### src/risc8_pkg.sv
`default_nettype none

package risc8_pkg;

	// program word, also used for program addresses
	typedef logic [15:0] word_t;

	// register and data byte
	typedef logic [7:0] byte_t;

	// index into the 32 entry register file
	typedef logic [4:0] reg_sel_t;

	// 6-bit io space address carried in the OUT opcode
	typedef logic [5:0] io_addr_t;

	// data space address on the external write port
	typedef logic [15:0] data_addr_t;

	// alu operations
	// move passes operand b through and leaves the flags alone
	typedef enum logic [2:0] {
		ALU_ADD,
		ALU_SUB,
		ALU_AND,
		ALU_OR,
		ALU_EOR,
		ALU_MOVE
	} alu_op_t;

	// io address 0 maps to data address 0x20
	localparam data_addr_t IO_BASE = 16'h0020;

	// status register bit positions
	// only C and Z are kept, the other bits read as zero
	localparam int SREG_C = 0;
	localparam int SREG_Z = 1;

	// first fetch address after reset
	localparam word_t RESET_PC = 16'h0000;

	// COM is an eor with all ones
	localparam byte_t COM_MASK = 8'hff;

	// INC adds one
	localparam byte_t INC_VALUE = 8'h01;

	// DEC adds all ones
	// an add with a constant then only comes from INC or DEC,
	// which is how stage two knows to keep C
	localparam byte_t DEC_VALUE = 8'hff;

	// high register index for the immediate forms, r16 to r31
	localparam logic HIGH_REG_BIT = 1'b1;

endpackage

`default_nettype wire
### src/risc8_core.sv
`timescale 1ns/100ps
`default_nettype none

module risc8_core (
	input  logic                   clk,
	input  logic                   reset,
	output risc8_pkg::word_t       pc,
	input  risc8_pkg::word_t       cdata,
	output risc8_pkg::data_addr_t  data_addr,
	output logic                   data_wen,
	output risc8_pkg::byte_t       data_write
);
	// register file read selects and data
	risc8_pkg::reg_sel_t sel_a;
	risc8_pkg::reg_sel_t sel_b;
	risc8_pkg::byte_t rd_a;
	risc8_pkg::byte_t rd_b;

	// stage two controls
	risc8_pkg::alu_op_t alu_op;
	logic use_carry;
	logic use_const;
	risc8_pkg::byte_t const_value;
	logic wr_en;
	risc8_pkg::reg_sel_t wr_sel;
	logic out_en;
	risc8_pkg::data_addr_t out_addr;

	// write back and flags for the branch test
	risc8_pkg::byte_t wr_data;
	risc8_pkg::byte_t next_sreg;

	risc8_decode decode (
		.clk(clk),
		.reset(reset),
		.cdata(cdata),
		.next_sreg(next_sreg),
		.pc(pc),
		.sel_a(sel_a),
		.sel_b(sel_b),
		.alu_op(alu_op),
		.use_carry(use_carry),
		.use_const(use_const),
		.wr_en(wr_en),
		.out_en(out_en),
		.const_value(const_value),
		.wr_sel(wr_sel),
		.out_addr(out_addr)
	);

	risc8_regfile regfile (
		.clk(clk),
		.reset(reset),
		.sel_a(sel_a),
		.sel_b(sel_b),
		.rd_a(rd_a),
		.rd_b(rd_b),
		.wr_en(wr_en),
		.wr_sel(wr_sel),
		.wr_data(wr_data)
	);

	risc8_execute execute (
		.clk(clk),
		.reset(reset),
		.rd_a(rd_a),
		.rd_b(rd_b),
		.alu_op(alu_op),
		.use_carry(use_carry),
		.use_const(use_const),
		.const_value(const_value),
		.out_en(out_en),
		.out_addr(out_addr),
		.wr_data(wr_data),
		.next_sreg(next_sreg),
		.data_addr(data_addr),
		.data_wen(data_wen),
		.data_write(data_write)
	);

endmodule

`default_nettype wire

### src/risc8_execute.sv
`timescale 1ns/100ps
`default_nettype none

module risc8_execute (
	input  logic                   clk,
	input  logic                   reset,
	input  risc8_pkg::byte_t       rd_a,
	input  risc8_pkg::byte_t       rd_b,
	input  risc8_pkg::alu_op_t     alu_op,
	input  logic                   use_carry,
	input  logic                   use_const,
	input  risc8_pkg::byte_t       const_value,
	input  logic                   out_en,
	input  risc8_pkg::data_addr_t  out_addr,
	output risc8_pkg::byte_t       wr_data,
	output risc8_pkg::byte_t       next_sreg,
	output risc8_pkg::data_addr_t  data_addr,
	output logic                   data_wen,
	output risc8_pkg::byte_t       data_write
);
	risc8_pkg::byte_t sreg;
	risc8_pkg::byte_t operand_b;
	risc8_pkg::byte_t alu_result;
	logic alu_carry;
	logic alu_zero;
	// INC and DEC arrive as add with a constant
	logic keep_c;
	logic keep_z;

	// immediate or Rr
	assign operand_b = use_const ? const_value : rd_b;

	risc8_alu alu (
		.op(alu_op),
		.a(rd_a),
		.b(operand_b),
		.carry_in(sreg[risc8_pkg::SREG_C]),
		.use_carry(use_carry),
		.result(alu_result),
		.carry_out(alu_carry),
		.zero_out(alu_zero)
	);

	assign wr_data = alu_result;

	assign keep_c = (alu_op == risc8_pkg::ALU_ADD) && use_const;
	assign keep_z = (alu_op == risc8_pkg::ALU_MOVE);

	// flags after this instruction, also seen by branch decode
	always_comb begin
		next_sreg = '0;
		next_sreg[risc8_pkg::SREG_C] = keep_c ? sreg[risc8_pkg::SREG_C] : alu_carry;
		if (keep_z)
			next_sreg[risc8_pkg::SREG_Z] = sreg[risc8_pkg::SREG_Z];
		else if (use_carry)
			// multi-byte compare, Z stays clear once any byte differed
			next_sreg[risc8_pkg::SREG_Z] = alu_zero & sreg[risc8_pkg::SREG_Z];
		else
			next_sreg[risc8_pkg::SREG_Z] = alu_zero;
	end

	always_ff @(posedge clk) begin
		if (reset)
			sreg <= '0;
		else
			sreg <= next_sreg;
	end

	// OUT writes Rd in the cycle after decode
	assign data_wen = out_en;
	assign data_write = out_en ? rd_a : '0;
	assign data_addr = out_en ? out_addr : '0;

	// the reset bubble never reaches the write port
	assert property (@(posedge clk) reset |=> !data_wen);

endmodule

`default_nettype wire

### src/risc8_decode.sv
`timescale 1ns/100ps
`default_nettype none

module risc8_decode (
	input  logic                   clk,
	input  logic                   reset,
	input  risc8_pkg::word_t       cdata,
	input  risc8_pkg::byte_t       next_sreg,
	output risc8_pkg::word_t       pc,
	output risc8_pkg::reg_sel_t    sel_a,
	output risc8_pkg::reg_sel_t    sel_b,
	output risc8_pkg::alu_op_t     alu_op,
	output logic                   use_carry,
	output logic                   use_const,
	output logic                   wr_en,
	output logic                   out_en,
	output risc8_pkg::byte_t       const_value,
	output risc8_pkg::reg_sel_t    wr_sel,
	output risc8_pkg::data_addr_t  out_addr
);
	// address of the opcode now on cdata
	risc8_pkg::word_t reg_pc;
	risc8_pkg::word_t next_pc;
	// low during the bubble right after reset
	logic fetch_valid;

	// opcode fields
	risc8_pkg::reg_sel_t op_rd;
	risc8_pkg::reg_sel_t op_rr;
	risc8_pkg::reg_sel_t op_rdi;
	risc8_pkg::byte_t op_k;
	risc8_pkg::io_addr_t op_io;
	risc8_pkg::word_t simm12;
	risc8_pkg::word_t simm7;
	logic [2:0] op_bit;
	// set for BRBC, clear for BRBS
	logic op_clear;

	// stage two controls before the pipeline register
	risc8_pkg::alu_op_t dec_alu_op;
	logic dec_use_carry;
	logic dec_use_const;
	risc8_pkg::byte_t dec_const;
	logic dec_wr_en;
	risc8_pkg::reg_sel_t dec_wr_sel;
	logic dec_out_en;

	assign op_rd = cdata[8:4];
	assign op_rr = {cdata[9], cdata[3:0]};
	assign op_rdi = {risc8_pkg::HIGH_REG_BIT, cdata[7:4]};
	assign op_k = {cdata[11:8], cdata[3:0]};
	assign op_io = {cdata[10:9], cdata[3:0]};
	assign simm12 = {{4{cdata[11]}}, cdata[11:0]};
	assign simm7 = {{9{cdata[9]}}, cdata[9:3]};
	assign op_bit = cdata[2:0];
	assign op_clear = cdata[10];

	// program memory sees the next pc so it answers in time
	assign pc = next_pc;

	always_comb begin
		next_pc = reg_pc + 16'd1;
		sel_a = op_rd;
		sel_b = op_rr;
		// default is a nop, move without write keeps the flags
		dec_alu_op = risc8_pkg::ALU_MOVE;
		dec_use_carry = 1'b0;
		dec_use_const = 1'b0;
		dec_const = op_k;
		dec_wr_en = 1'b0;
		dec_wr_sel = op_rd;
		dec_out_en = 1'b0;

		if (!fetch_valid) begin
			// hold pc so the first word gets fetched again
			next_pc = reg_pc;
		end else begin
			// Rd bits are wildcards in every pattern
			casez (cdata)
			16'b0000_01??_????_????: begin
				// CPC
				dec_alu_op = risc8_pkg::ALU_SUB;
				dec_use_carry = 1'b1;
			end
			16'b0000_10??_????_????: begin
				// SBC
				dec_alu_op = risc8_pkg::ALU_SUB;
				dec_use_carry = 1'b1;
				dec_wr_en = 1'b1;
			end
			16'b0000_11??_????_????: begin
				dec_alu_op = risc8_pkg::ALU_ADD;
				dec_wr_en = 1'b1;
			end
			16'b0001_01??_????_????: begin
				// CP has flags only
				dec_alu_op = risc8_pkg::ALU_SUB;
			end
			16'b0001_10??_????_????: begin
				dec_alu_op = risc8_pkg::ALU_SUB;
				dec_wr_en = 1'b1;
			end
			16'b0001_11??_????_????: begin
				// ADC
				dec_alu_op = risc8_pkg::ALU_ADD;
				dec_use_carry = 1'b1;
				dec_wr_en = 1'b1;
			end
			16'b0010_00??_????_????: begin
				dec_alu_op = risc8_pkg::ALU_AND;
				dec_wr_en = 1'b1;
			end
			16'b0010_01??_????_????: begin
				dec_alu_op = risc8_pkg::ALU_EOR;
				dec_wr_en = 1'b1;
			end
			16'b0010_10??_????_????: begin
				dec_alu_op = risc8_pkg::ALU_OR;
				dec_wr_en = 1'b1;
			end
			16'b0010_11??_????_????: begin
				// MOV
				dec_wr_en = 1'b1;
			end
			16'b0011_????_????_????, 16'b0100_????_????_????, 16'b0101_????_????_????: begin
				// CPI, SBCI, SUBI on r16 to r31
				sel_a = op_rdi;
				dec_wr_sel = op_rdi;
				dec_alu_op = risc8_pkg::ALU_SUB;
				dec_use_const = 1'b1;
				dec_use_carry = (cdata[15:12] == 4'b0100);
				dec_wr_en = (cdata[15:12] != 4'b0011);
			end
			16'b0110_????_????_????: begin
				// ORI
				sel_a = op_rdi;
				dec_wr_sel = op_rdi;
				dec_alu_op = risc8_pkg::ALU_OR;
				dec_use_const = 1'b1;
				dec_wr_en = 1'b1;
			end
			16'b0111_????_????_????: begin
				// ANDI
				sel_a = op_rdi;
				dec_wr_sel = op_rdi;
				dec_alu_op = risc8_pkg::ALU_AND;
				dec_use_const = 1'b1;
				dec_wr_en = 1'b1;
			end
			16'b1001_010?_????_0000: begin
				// COM
				dec_alu_op = risc8_pkg::ALU_EOR;
				dec_use_const = 1'b1;
				dec_const = risc8_pkg::COM_MASK;
				dec_wr_en = 1'b1;
			end
			16'b1001_010?_????_0011, 16'b1001_010?_????_1010: begin
				// INC and DEC, both as add
				dec_alu_op = risc8_pkg::ALU_ADD;
				dec_use_const = 1'b1;
				dec_const = cdata[3] ? risc8_pkg::DEC_VALUE : risc8_pkg::INC_VALUE;
				dec_wr_en = 1'b1;
			end
			16'b1011_1???_????_????: begin
				// OUT reads Rd into operand a
				dec_out_en = 1'b1;
			end
			16'b1100_????_????_????: begin
				next_pc = reg_pc + 16'd1 + simm12;
			end
			16'b1110_????_????_????: begin
				// LDI
				dec_use_const = 1'b1;
				dec_wr_sel = op_rdi;
				dec_wr_en = 1'b1;
			end
			16'b1111_0???_????_????: begin
				// flags of the instruction now in stage two
				if (next_sreg[op_bit] != op_clear)
					next_pc = reg_pc + 16'd1 + simm7;
			end
			default: begin
				// unknown opcode runs as nop
			end
			endcase
		end
	end

	always_ff @(posedge clk) begin
		if (reset) begin
			reg_pc <= risc8_pkg::RESET_PC;
			fetch_valid <= 1'b0;
			alu_op <= risc8_pkg::ALU_MOVE;
			use_carry <= 1'b0;
			use_const <= 1'b0;
			wr_en <= 1'b0;
			out_en <= 1'b0;
		end else begin
			reg_pc <= next_pc;
			fetch_valid <= 1'b1;
			alu_op <= dec_alu_op;
			use_carry <= dec_use_carry;
			use_const <= dec_use_const;
			wr_en <= dec_wr_en;
			out_en <= dec_out_en;
		end
	end

	// payload for stage two
	always_ff @(posedge clk) begin
		const_value <= dec_const;
		wr_sel <= dec_wr_sel;
		out_addr <= risc8_pkg::IO_BASE + risc8_pkg::data_addr_t'(op_io);
	end

	// an io write never also writes the register file
	assert property (@(posedge clk) disable iff (reset) !(out_en && wr_en));

endmodule

`default_nettype wire

### src/risc8_regfile.sv
`timescale 1ns/100ps
`default_nettype none

module risc8_regfile (
	input  logic                 clk,
	input  logic                 reset,
	input  risc8_pkg::reg_sel_t  sel_a,
	input  risc8_pkg::reg_sel_t  sel_b,
	output risc8_pkg::byte_t     rd_a,
	output risc8_pkg::byte_t     rd_b,
	input  logic                 wr_en,
	input  risc8_pkg::reg_sel_t  wr_sel,
	input  risc8_pkg::byte_t     wr_data
);
	// r0 to r31 in flops
	risc8_pkg::byte_t regs [32];

	// write at the end of the execute cycle
	always_ff @(posedge clk) begin
		if (reset) begin
			for (int i = 0; i < 32; i++)
				regs[i] <= '0;
		end else if (wr_en) begin
			regs[wr_sel] <= wr_data;
		end
	end

	// reads are registered and arrive one cycle after the selects
	// a read of the register being written takes the new value
	always_ff @(posedge clk) begin
		if (wr_en && wr_sel == sel_a)
			rd_a <= wr_data;
		else
			rd_a <= regs[sel_a];

		if (wr_en && wr_sel == sel_b)
			rd_b <= wr_data;
		else
			rd_b <= regs[sel_b];
	end

endmodule

`default_nettype wire

### src/risc8_alu.sv
`timescale 1ns/100ps
`default_nettype none

module risc8_alu (
	input  risc8_pkg::alu_op_t  op,
	input  risc8_pkg::byte_t    a,
	input  risc8_pkg::byte_t    b,
	input  logic                carry_in,
	input  logic                use_carry,
	output risc8_pkg::byte_t    result,
	output logic                carry_out,
	output logic                zero_out
);
	// carry only enters for ADC, SBC, SBCI and CPC
	logic cin;
	// ninth bit is the carry or the borrow
	logic [8:0] sum;
	logic [8:0] diff;

	assign cin = use_carry & carry_in;

	assign sum = {1'b0, a} + {1'b0, b} + {8'd0, cin};

	// wraps negative when b plus carry exceeds a
	assign diff = {1'b0, a} - {1'b0, b} - {8'd0, cin};

	always_comb begin
		// logic ops and move keep the carry
		result = b;
		carry_out = carry_in;

		case (op)
		risc8_pkg::ALU_ADD: begin
			result = sum[7:0];
			carry_out = sum[8];
		end
		risc8_pkg::ALU_SUB: begin
			result = diff[7:0];
			// C is the borrow
			carry_out = diff[8];
		end
		risc8_pkg::ALU_AND: begin
			result = a & b;
		end
		risc8_pkg::ALU_OR: begin
			result = a | b;
		end
		risc8_pkg::ALU_EOR: begin
			result = a ^ b;
		end
		risc8_pkg::ALU_MOVE: begin
			// LDI and MOV
			result = b;
		end
		default: begin
			result = b;
		end
		endcase
	end

	// plain zero test
	// chaining with the old Z happens with the status register
	assign zero_out = (result == '0);

endmodule

`default_nettype wire

### config.mk
export PLATFORM = sky130hd
export DESIGN_NAME = risc8_core
export DESIGN_NICKNAME = d
export VERILOG_FILES = /design/src/risc8_pkg.sv /design/src/risc8_core.sv /design/src/risc8_execute.sv /design/src/risc8_decode.sv /design/src/risc8_regfile.sv /design/src/risc8_alu.sv
export SDC_FILE = /design/constraint.sdc
export NUM_CORES = 1
export LEC_CHECK = 0
export BUFFER_PORTS_ARGS = -buffer_cell sky130_fd_sc_hd__clkbuf_2
export CORE_AREA = 2 2 140 244
export CTS_BUF_LIST = sky130_fd_sc_hd__clkbuf_8
export CTS_CLUSTER_DIAMETER = 50
export CTS_CLUSTER_SIZE = 20
export DETAILED_ROUTE_END_ITERATION = 8
export DIE_AREA = 0 0 142 246
export PLACE_DENSITY = 0.78
export SETUP_SLACK_MARGIN = 0.3
export SLEW_MARGIN = 0
export SYNTH_ARGS = -nofsm -noshare
export SYNTH_HDL_FRONTEND = slang
export SYNTH_SLANG_ARGS = --single-unit
### constraint.sdc
create_clock -name clk -period 4.4 [get_ports clk]
set_input_delay 0.66 -clock clk [delete_from_list [all_inputs] [get_ports clk]]
set_output_delay 0.66 -clock clk [all_outputs]
set_load 0.03 [all_outputs]
; After elaboration in Yosys (flattened, before gate mapping)
; Memories as Yosys holds them, arrays and structs flattened.
; Index checks and enable logic that the tools add are counted.
; W data, S select, Z words.
[totals]
ramBits = 256
register_bits = 71
input_bits = 18
memories = 1
[op_classes]
order_cmp = 1
n_addsub = 8
n_bitwise = 6
muxes = 36
n_reduce_logical = 19
n_eq_ne = 31
[memory_table]
columns = name, words, width, rd, rd_ports_with_merged_regs, wr, line
row1 = regfile.regs, 32, 8, 2, 0, 32, risc8_regfile.sv:16  ; risc8_pkg::byte_t regs [32];
[op_table]
columns = cell, n
row1 = $mux W8, 7
row2 = $mux W16, 3
row3 = $pmux W8 S5, 1
row4 = $eq A11 B11 Y1 const B, 3
row5 = $add A16 B16 Y16, 2
row6 = $pmux W16 S2, 1
row7 = $mux W5, 5
row8 = $eq A6 B4 Y1 const B, 4
row9 = $eq A6 B3 Y1 const B, 3
row10 = $add A16 B1 Y16 const B, 1
row11 = $eq A4 B3 Y1 const B, 4
row12 = $pmux W8 S2, 1
row13 = $pmux W3 S5, 1
row14 = $reduce_or A14 Y1, 1
row15 = $mux W1, 13
row16 = $eq A6 B2 Y1 const B, 2
row17 = $eq A5 B5 Y1, 2
row18 = $eq A5 B5 Y1 const B, 2
row19 = $reduce_or A2 Y1, 5
row20 = $add A8 B8 Y9, 1
row21 = $add A9 B1 Y9, 1
row22 = $reduce_or A9 Y1, 1
row23 = $sub A8 B8 Y9, 1
row24 = $sub A9 B1 Y9, 1
row25 = other kinds (26), 35

; Longest topological paths before layout
[logic_depth]
ltp_word = 14
mapped_depth = 17
depth_no_buf = 16

; Cells and area by module
; Synthesis repeated with hierarchy kept, for this count alone.
[hier_totals]
hier_cells = 1773
area_unflattened_um2 = 20318.2
[by_module_without_submodules]
columns = mod, area_each_um2, instances, seq_area_each_um2, cells_per_inst
row1 = risc8_regfile, 14644.0, 1, 8007.7, 1045
row2 = risc8_decode, 3778.6, 1, 880.8, 472
row3 = risc8_alu, 1456.4, 1, 0.0, 202
row4 = risc8_execute, 439.2, 1, 40.0, 54

; Worst setup path before layout
; OpenSTA, ideal clock, no wires.
[synth_timing]
path_type = reg-to-output
from = register decode.use_const
to = output pc[13]
n_path_buf = 1
required_time_ps = 3740
stages_incl_launch_ff = 16
setup_slack_ps = -517
arrival_time_ps = 4257
cell_sequence = dfxtp_1 > buf_2 > mux2_2 > inv_1 > ha_1 > ha_1 > a21oi_1 > and4_1 > a311o_1 > nor3_2 > a2bb2oi_4 > a41o_2 > a21oi_4 > nor3_4 > mux2_4 > a31oi_1
[synth_via]
elab_chain_len = 14
word_cells_on_any_way = 22
[synth_lines]
columns = item, line
row1 = start: declaration, risc8_decode.sv:14  ; output logic use_const,
row2 = start signal: assignment, risc8_decode.sv:203  ; use_const <= dec_use_const;
row3 = $mux W8, risc8_execute.sv:31  ; assign operand_b = use_const ? const_value : rd_b;
row4 = $sub A8 B8 Y9 or $add A8 B8 Y9 (tied branches), "risc8_alu.sv:25, risc8_alu.sv:22"
row5 = $sub A9 B1 Y9 or $add A9 B1 Y9 (tied branches), "risc8_alu.sv:25, risc8_alu.sv:22"
row6 = $pmux W8 S5, risc8_alu.sv:32  ; case (op)
row7 = $logic_not A8 Y1, risc8_alu.sv:63  ; assign zero_out = (result == '0);
row8 = $and A1 B1 Y1, risc8_execute.sv:57  ; next_sreg[risc8_pkg::SREG_Z] = alu_zero & sreg[risc8_pkg::SREG_Z];
row9 = $mux W1, risc8_execute.sv:55  ; else if (use_carry)
row10 = $mux W1, risc8_execute.sv:53  ; if (keep_z)
row11 = $bmux W1 S3 *, risc8_decode.sv:179  ; if (next_sreg[op_bit] != op_clear)
row12 = $mux W1 (implied by the code) *, risc8_decode.sv:179
row13 = $ne A1 B1 Y1 *, risc8_decode.sv:179
row14 = $mux W16 *, risc8_decode.sv:179
row15 = $pmux W16 S2 *, risc8_decode.sv:79  ; casez (cdata)
row16 = $mux W16 *, risc8_decode.sv:74  ; if (!fetch_valid) begin
row17 = end: declaration, risc8_core.sv:7  ; output risc8_pkg::word_t pc,
; Every way passes the cells marked *; elsewhere a longest branch is shown, timed or not. The select of a mux whose other input is x is not followed.

; Worst setup path in the final report
[layout_timing]
from = register decode.use_const
to = output pc[11]
; Same word-level chain as after synthesis.

==> results.toml <==
[detailed_routing]
first_pass_iters = 5
wl_per_cell_um = 25.6
final_antenna_net_count = 0
drc = 0
viasPerCell = 6.69
via_count = 14600
wl_um = 56000
drt_iter0_markers = 1568

[power]
pwr_density_cell_nw_per_um2 = 325
p_leak_uw = 0.00830
seqPwrFrac = 0.486
total_power_uw = 7110
switching_share = 0.326
pwr-share-clk = 0.234
cell_internal_pwr_uw = 4790
vdd_drop_max_v = 0.000182
p_sw_uw = 2320
pwr-share-comb = 0.280

[synth]
yosys.area_share.xor_xnor = 0.0250
ys_ff_latch = 318
synth_compound_area_frac = 0.0924
synth_ff_type = "edfxtp_1"
synth_edf_count = 256
synthAdderAreaFrac = 0.0440
synth_top_family_by_area = "multiplexers"
synth-seq-area-share = 0.464
syn-cell-area_um2 = 19200
synth_area_per_cell_um2 = 11.5
synth_area_leaders = "edfxtp_1 (40%), mux4_2 (17%), nor2_1 (6.5%)"
synth-async-reset-ratio = 0
synth_cell_types = 85
yosys.area_share.simple = 0.146
yosys.area.top_type = "edfxtp_1"
synthMuxAreaShare = 0.192
synth_cells = 1675
synth_top_area_frac = 0.400
yosysWarnings = 0

[clock_tree]
cts_made_buffers = 24
insertion_delay_ps = 620
htree_num_levels = 1
cts_hold_buf = 0
cts_tree = "yes"
cts_root_buf = "clkbuf_8"
cts_buffer_depth = 3
path_clk_slew_ps = 120
clock-sinks = 318

[timing]
fin_crit_sh = 1.19
slew_violations = 0
worst_slack_ps = -821
min_period_ps = 5220
maxSlewHeadroom = 0.301
tightest_slew_ps = 1050
rsz0062_at_grt = "true"
max_freq_ghz = 0.192
hold_viol = 0
finalSetupViolations = 16
fin_skew_ps = 38.7
holdWs_ps = 263

[global_routing]
grt_usage = 0.324
grt_pass1_vias = 14800
antenna_found_initial = 1
grt_max_degree = 67
grt_pass1_wl_um = 85100
grt-ovfl-total = 0

[worst_setup_path]
worstSetupStartpointType = "flip-flop"
rr_startpoint = "decode.use_const"
critPathRequiredTime_ps = 3740
crit_path_max_fanout = 4
cp-startpoint = "decode.use_const"
slowest_stage = "dfxtp_4"
crit_path_cell_trace = "mux2_4 -> inv_4 -> fa_2 -> fa_2 -> o211ai_1 -> a21boi_1 -> or3_1 -> a31oi_1 -> o32a_2 -> buf_6 -> a41o_4 -> a21oi_4 -> buf_6 -> buf_4 -> nor3_2 -> o211ai_1 -> nand3_1 -> clkbuf_8"
cp-end-kind = "output pin"
worstPathArrival_ps = 4560
timing_worst_setup_path_type = "flip-flop to output pin"
max_stage_delay_ps = 380

[die]
core_area_um2 = 32900
die_x_um = 142
fp.dieH_um = 246
rows = 88
ioPinCount = 59
start_util = 0.584
dieArea_um2 = 34900

[place]
pre_cts_ws_ps = -255
gp_congestion = 0.969
io_buffers = 49
dpl.hpwl_um = 40600

[min_path]
hp-start = "cdata[3]"
hold_class = "input pin to flip-flop"

[status]
violations = "setup timing"
outcome = "complete, but fails checks"

[run]
cap_viol_max_count = 0

[finish]
nFillCells = 2391
area_delta_synth_final_pct = 13.7
nets = 1852
layout-drive-gt1-share = 0.267
-- layout make-up --
type                            instances  area [um2]  area share
Antenna cell                            1        2.50    0.000114
Clock buffer                           26         358      0.0164
Clock inverter                         14         140     0.00641
Inverter                               46         175     0.00801
Multi-Input combinational cell       1195       10200       0.469
Sequential cell                       318        8930       0.409
Tap cell                              405         507      0.0232
Timing Repair Buffer                  185        1500      0.0687
-- registers in the layout, indices dropped and copies added, names as in the netlist --
signal	count
decode.use_const	1
regfile.rd_b	8
decode.out_en	1
decode.use_carry	1
decode.fetch_valid	1
decode.reg_pc	16
decode.const_value	8
regfile.rd_a	8
decode.alu_op	3
decode.out_addr	7
execute.sreg	2
decode.wr_en	1
decode.wr_sel	5
regfile.regs	256
-- cell families after synthesis --
family / Yosys count
xor gates and xnor gates: 55
adders and majority gates: 64
muxes: 187
and+or+nand+nor: 629
other: 1
DFF: 318
buffers and inverters: 170
AOI/OAI and AO/OA: 251
-- cell usage in the layout, fill, tap and decap left out, drive strengths merged, types with 35 or more instances in the layout --
master  netlist  routed
nand2       127     127
ha           58      58
mux4        143     143
dfxtp        62      62
nor2        335     335
clkbuf       81      59
inv          45      52
buf          43     152
o21ai        41      41
xnor2        35      35
a21oi        64      64
edfxtp      256     256
-- metrics by stage --
step | area (um2) | TNS (ps) | cells | utilization
finish | 21900 | -12010 | 2190 | 0.664
global route | 21900 | -14260 | 2190 | 0.664
CTS | 21700 | -10310 | 2180 | 0.659
detailed placement | 20800 | -1780 | 2133 | 0.633
global placement | 20800 | -702 | 2133 | 0.633
floorplan | 19700 | 0 | 1683 | -
-- synth_stat cells (13+ instances only) --
cell type,count
a21oi_1,63
and2_1,26
buf_1,19
edfxtp_1,256
mux2i_1,27
xnor2_1,35
nor2_1,335
inv_1,45
nand2_1,127
mux2_2,15
o21a_1,14
dfxtp_1,62
mux4_2,143
o21ai_0,35
clkbuf_1,81
nand3_1,21
nand2b_1,14
ha_1,58
nor3_1,26
xor2_1,20
nor2b_1,13
a211oi_1,19
a31oi_1,14
-- power groups by stage --
stage	registers [uW]	logic (uW)	clock network [uW]
2_1_floorplan	3480	1290	0
3_3_place_gp	3500	1830	0
6_report	3450	1990	1670
3_5_place_dp	3520	1860	0
5_1_grt	3470	2110	1760
4_1_cts	3450	1930	1680
-- final timing paths --
kind | endpoint | slack [ps] | cells after the start
hold reg to reg | execute.sreg[1] | 550 | 2
setup / recovery | pc[11] | -820 | 18
hold / removal | decode.out_addr[3] | 260 | 1
setup reg to reg | decode.reg_pc[0] | 230 | 19
-- routing by layer --
metal / part of all wire / routed length [um] / GRT usage / up-vias
met2: 0.52 / 29300 / 0.584 / 862
met4: 0.086 / 4790 / 0.221 / 0
met3: 0.074 / 4170 / 0.0466 / 250
met5: 0 / 0 / 0 / -
met1: 0.32 / 17700 / 0.347 / 7119
li1: - / - / - / 6410
-- critical path: cells and delay by family (launching register included) --
| family | cells | cell delay [ps] |
|---|---|---|
| and+or+nand+nor | 3 | 680 |
| DFF | 1 | 380 |
| muxes | 1 | 230 |
| AOI/OAI and AO/OA | 7 | 1290 |
| buffers and inverters | 5 | 620 |
| adders and majority gates | 2 | 740 |
-- what timing repair did --
action / CTS / global route
pin swaps: 17 / 12
setup endpoints to repair: 16 / 19
resized for setup: 61 / 34
endpoints found under the hold margin: 0 / 0
buffers inserted: 7 / 9
No activity file was read; power rests on OpenSTA's default activity.
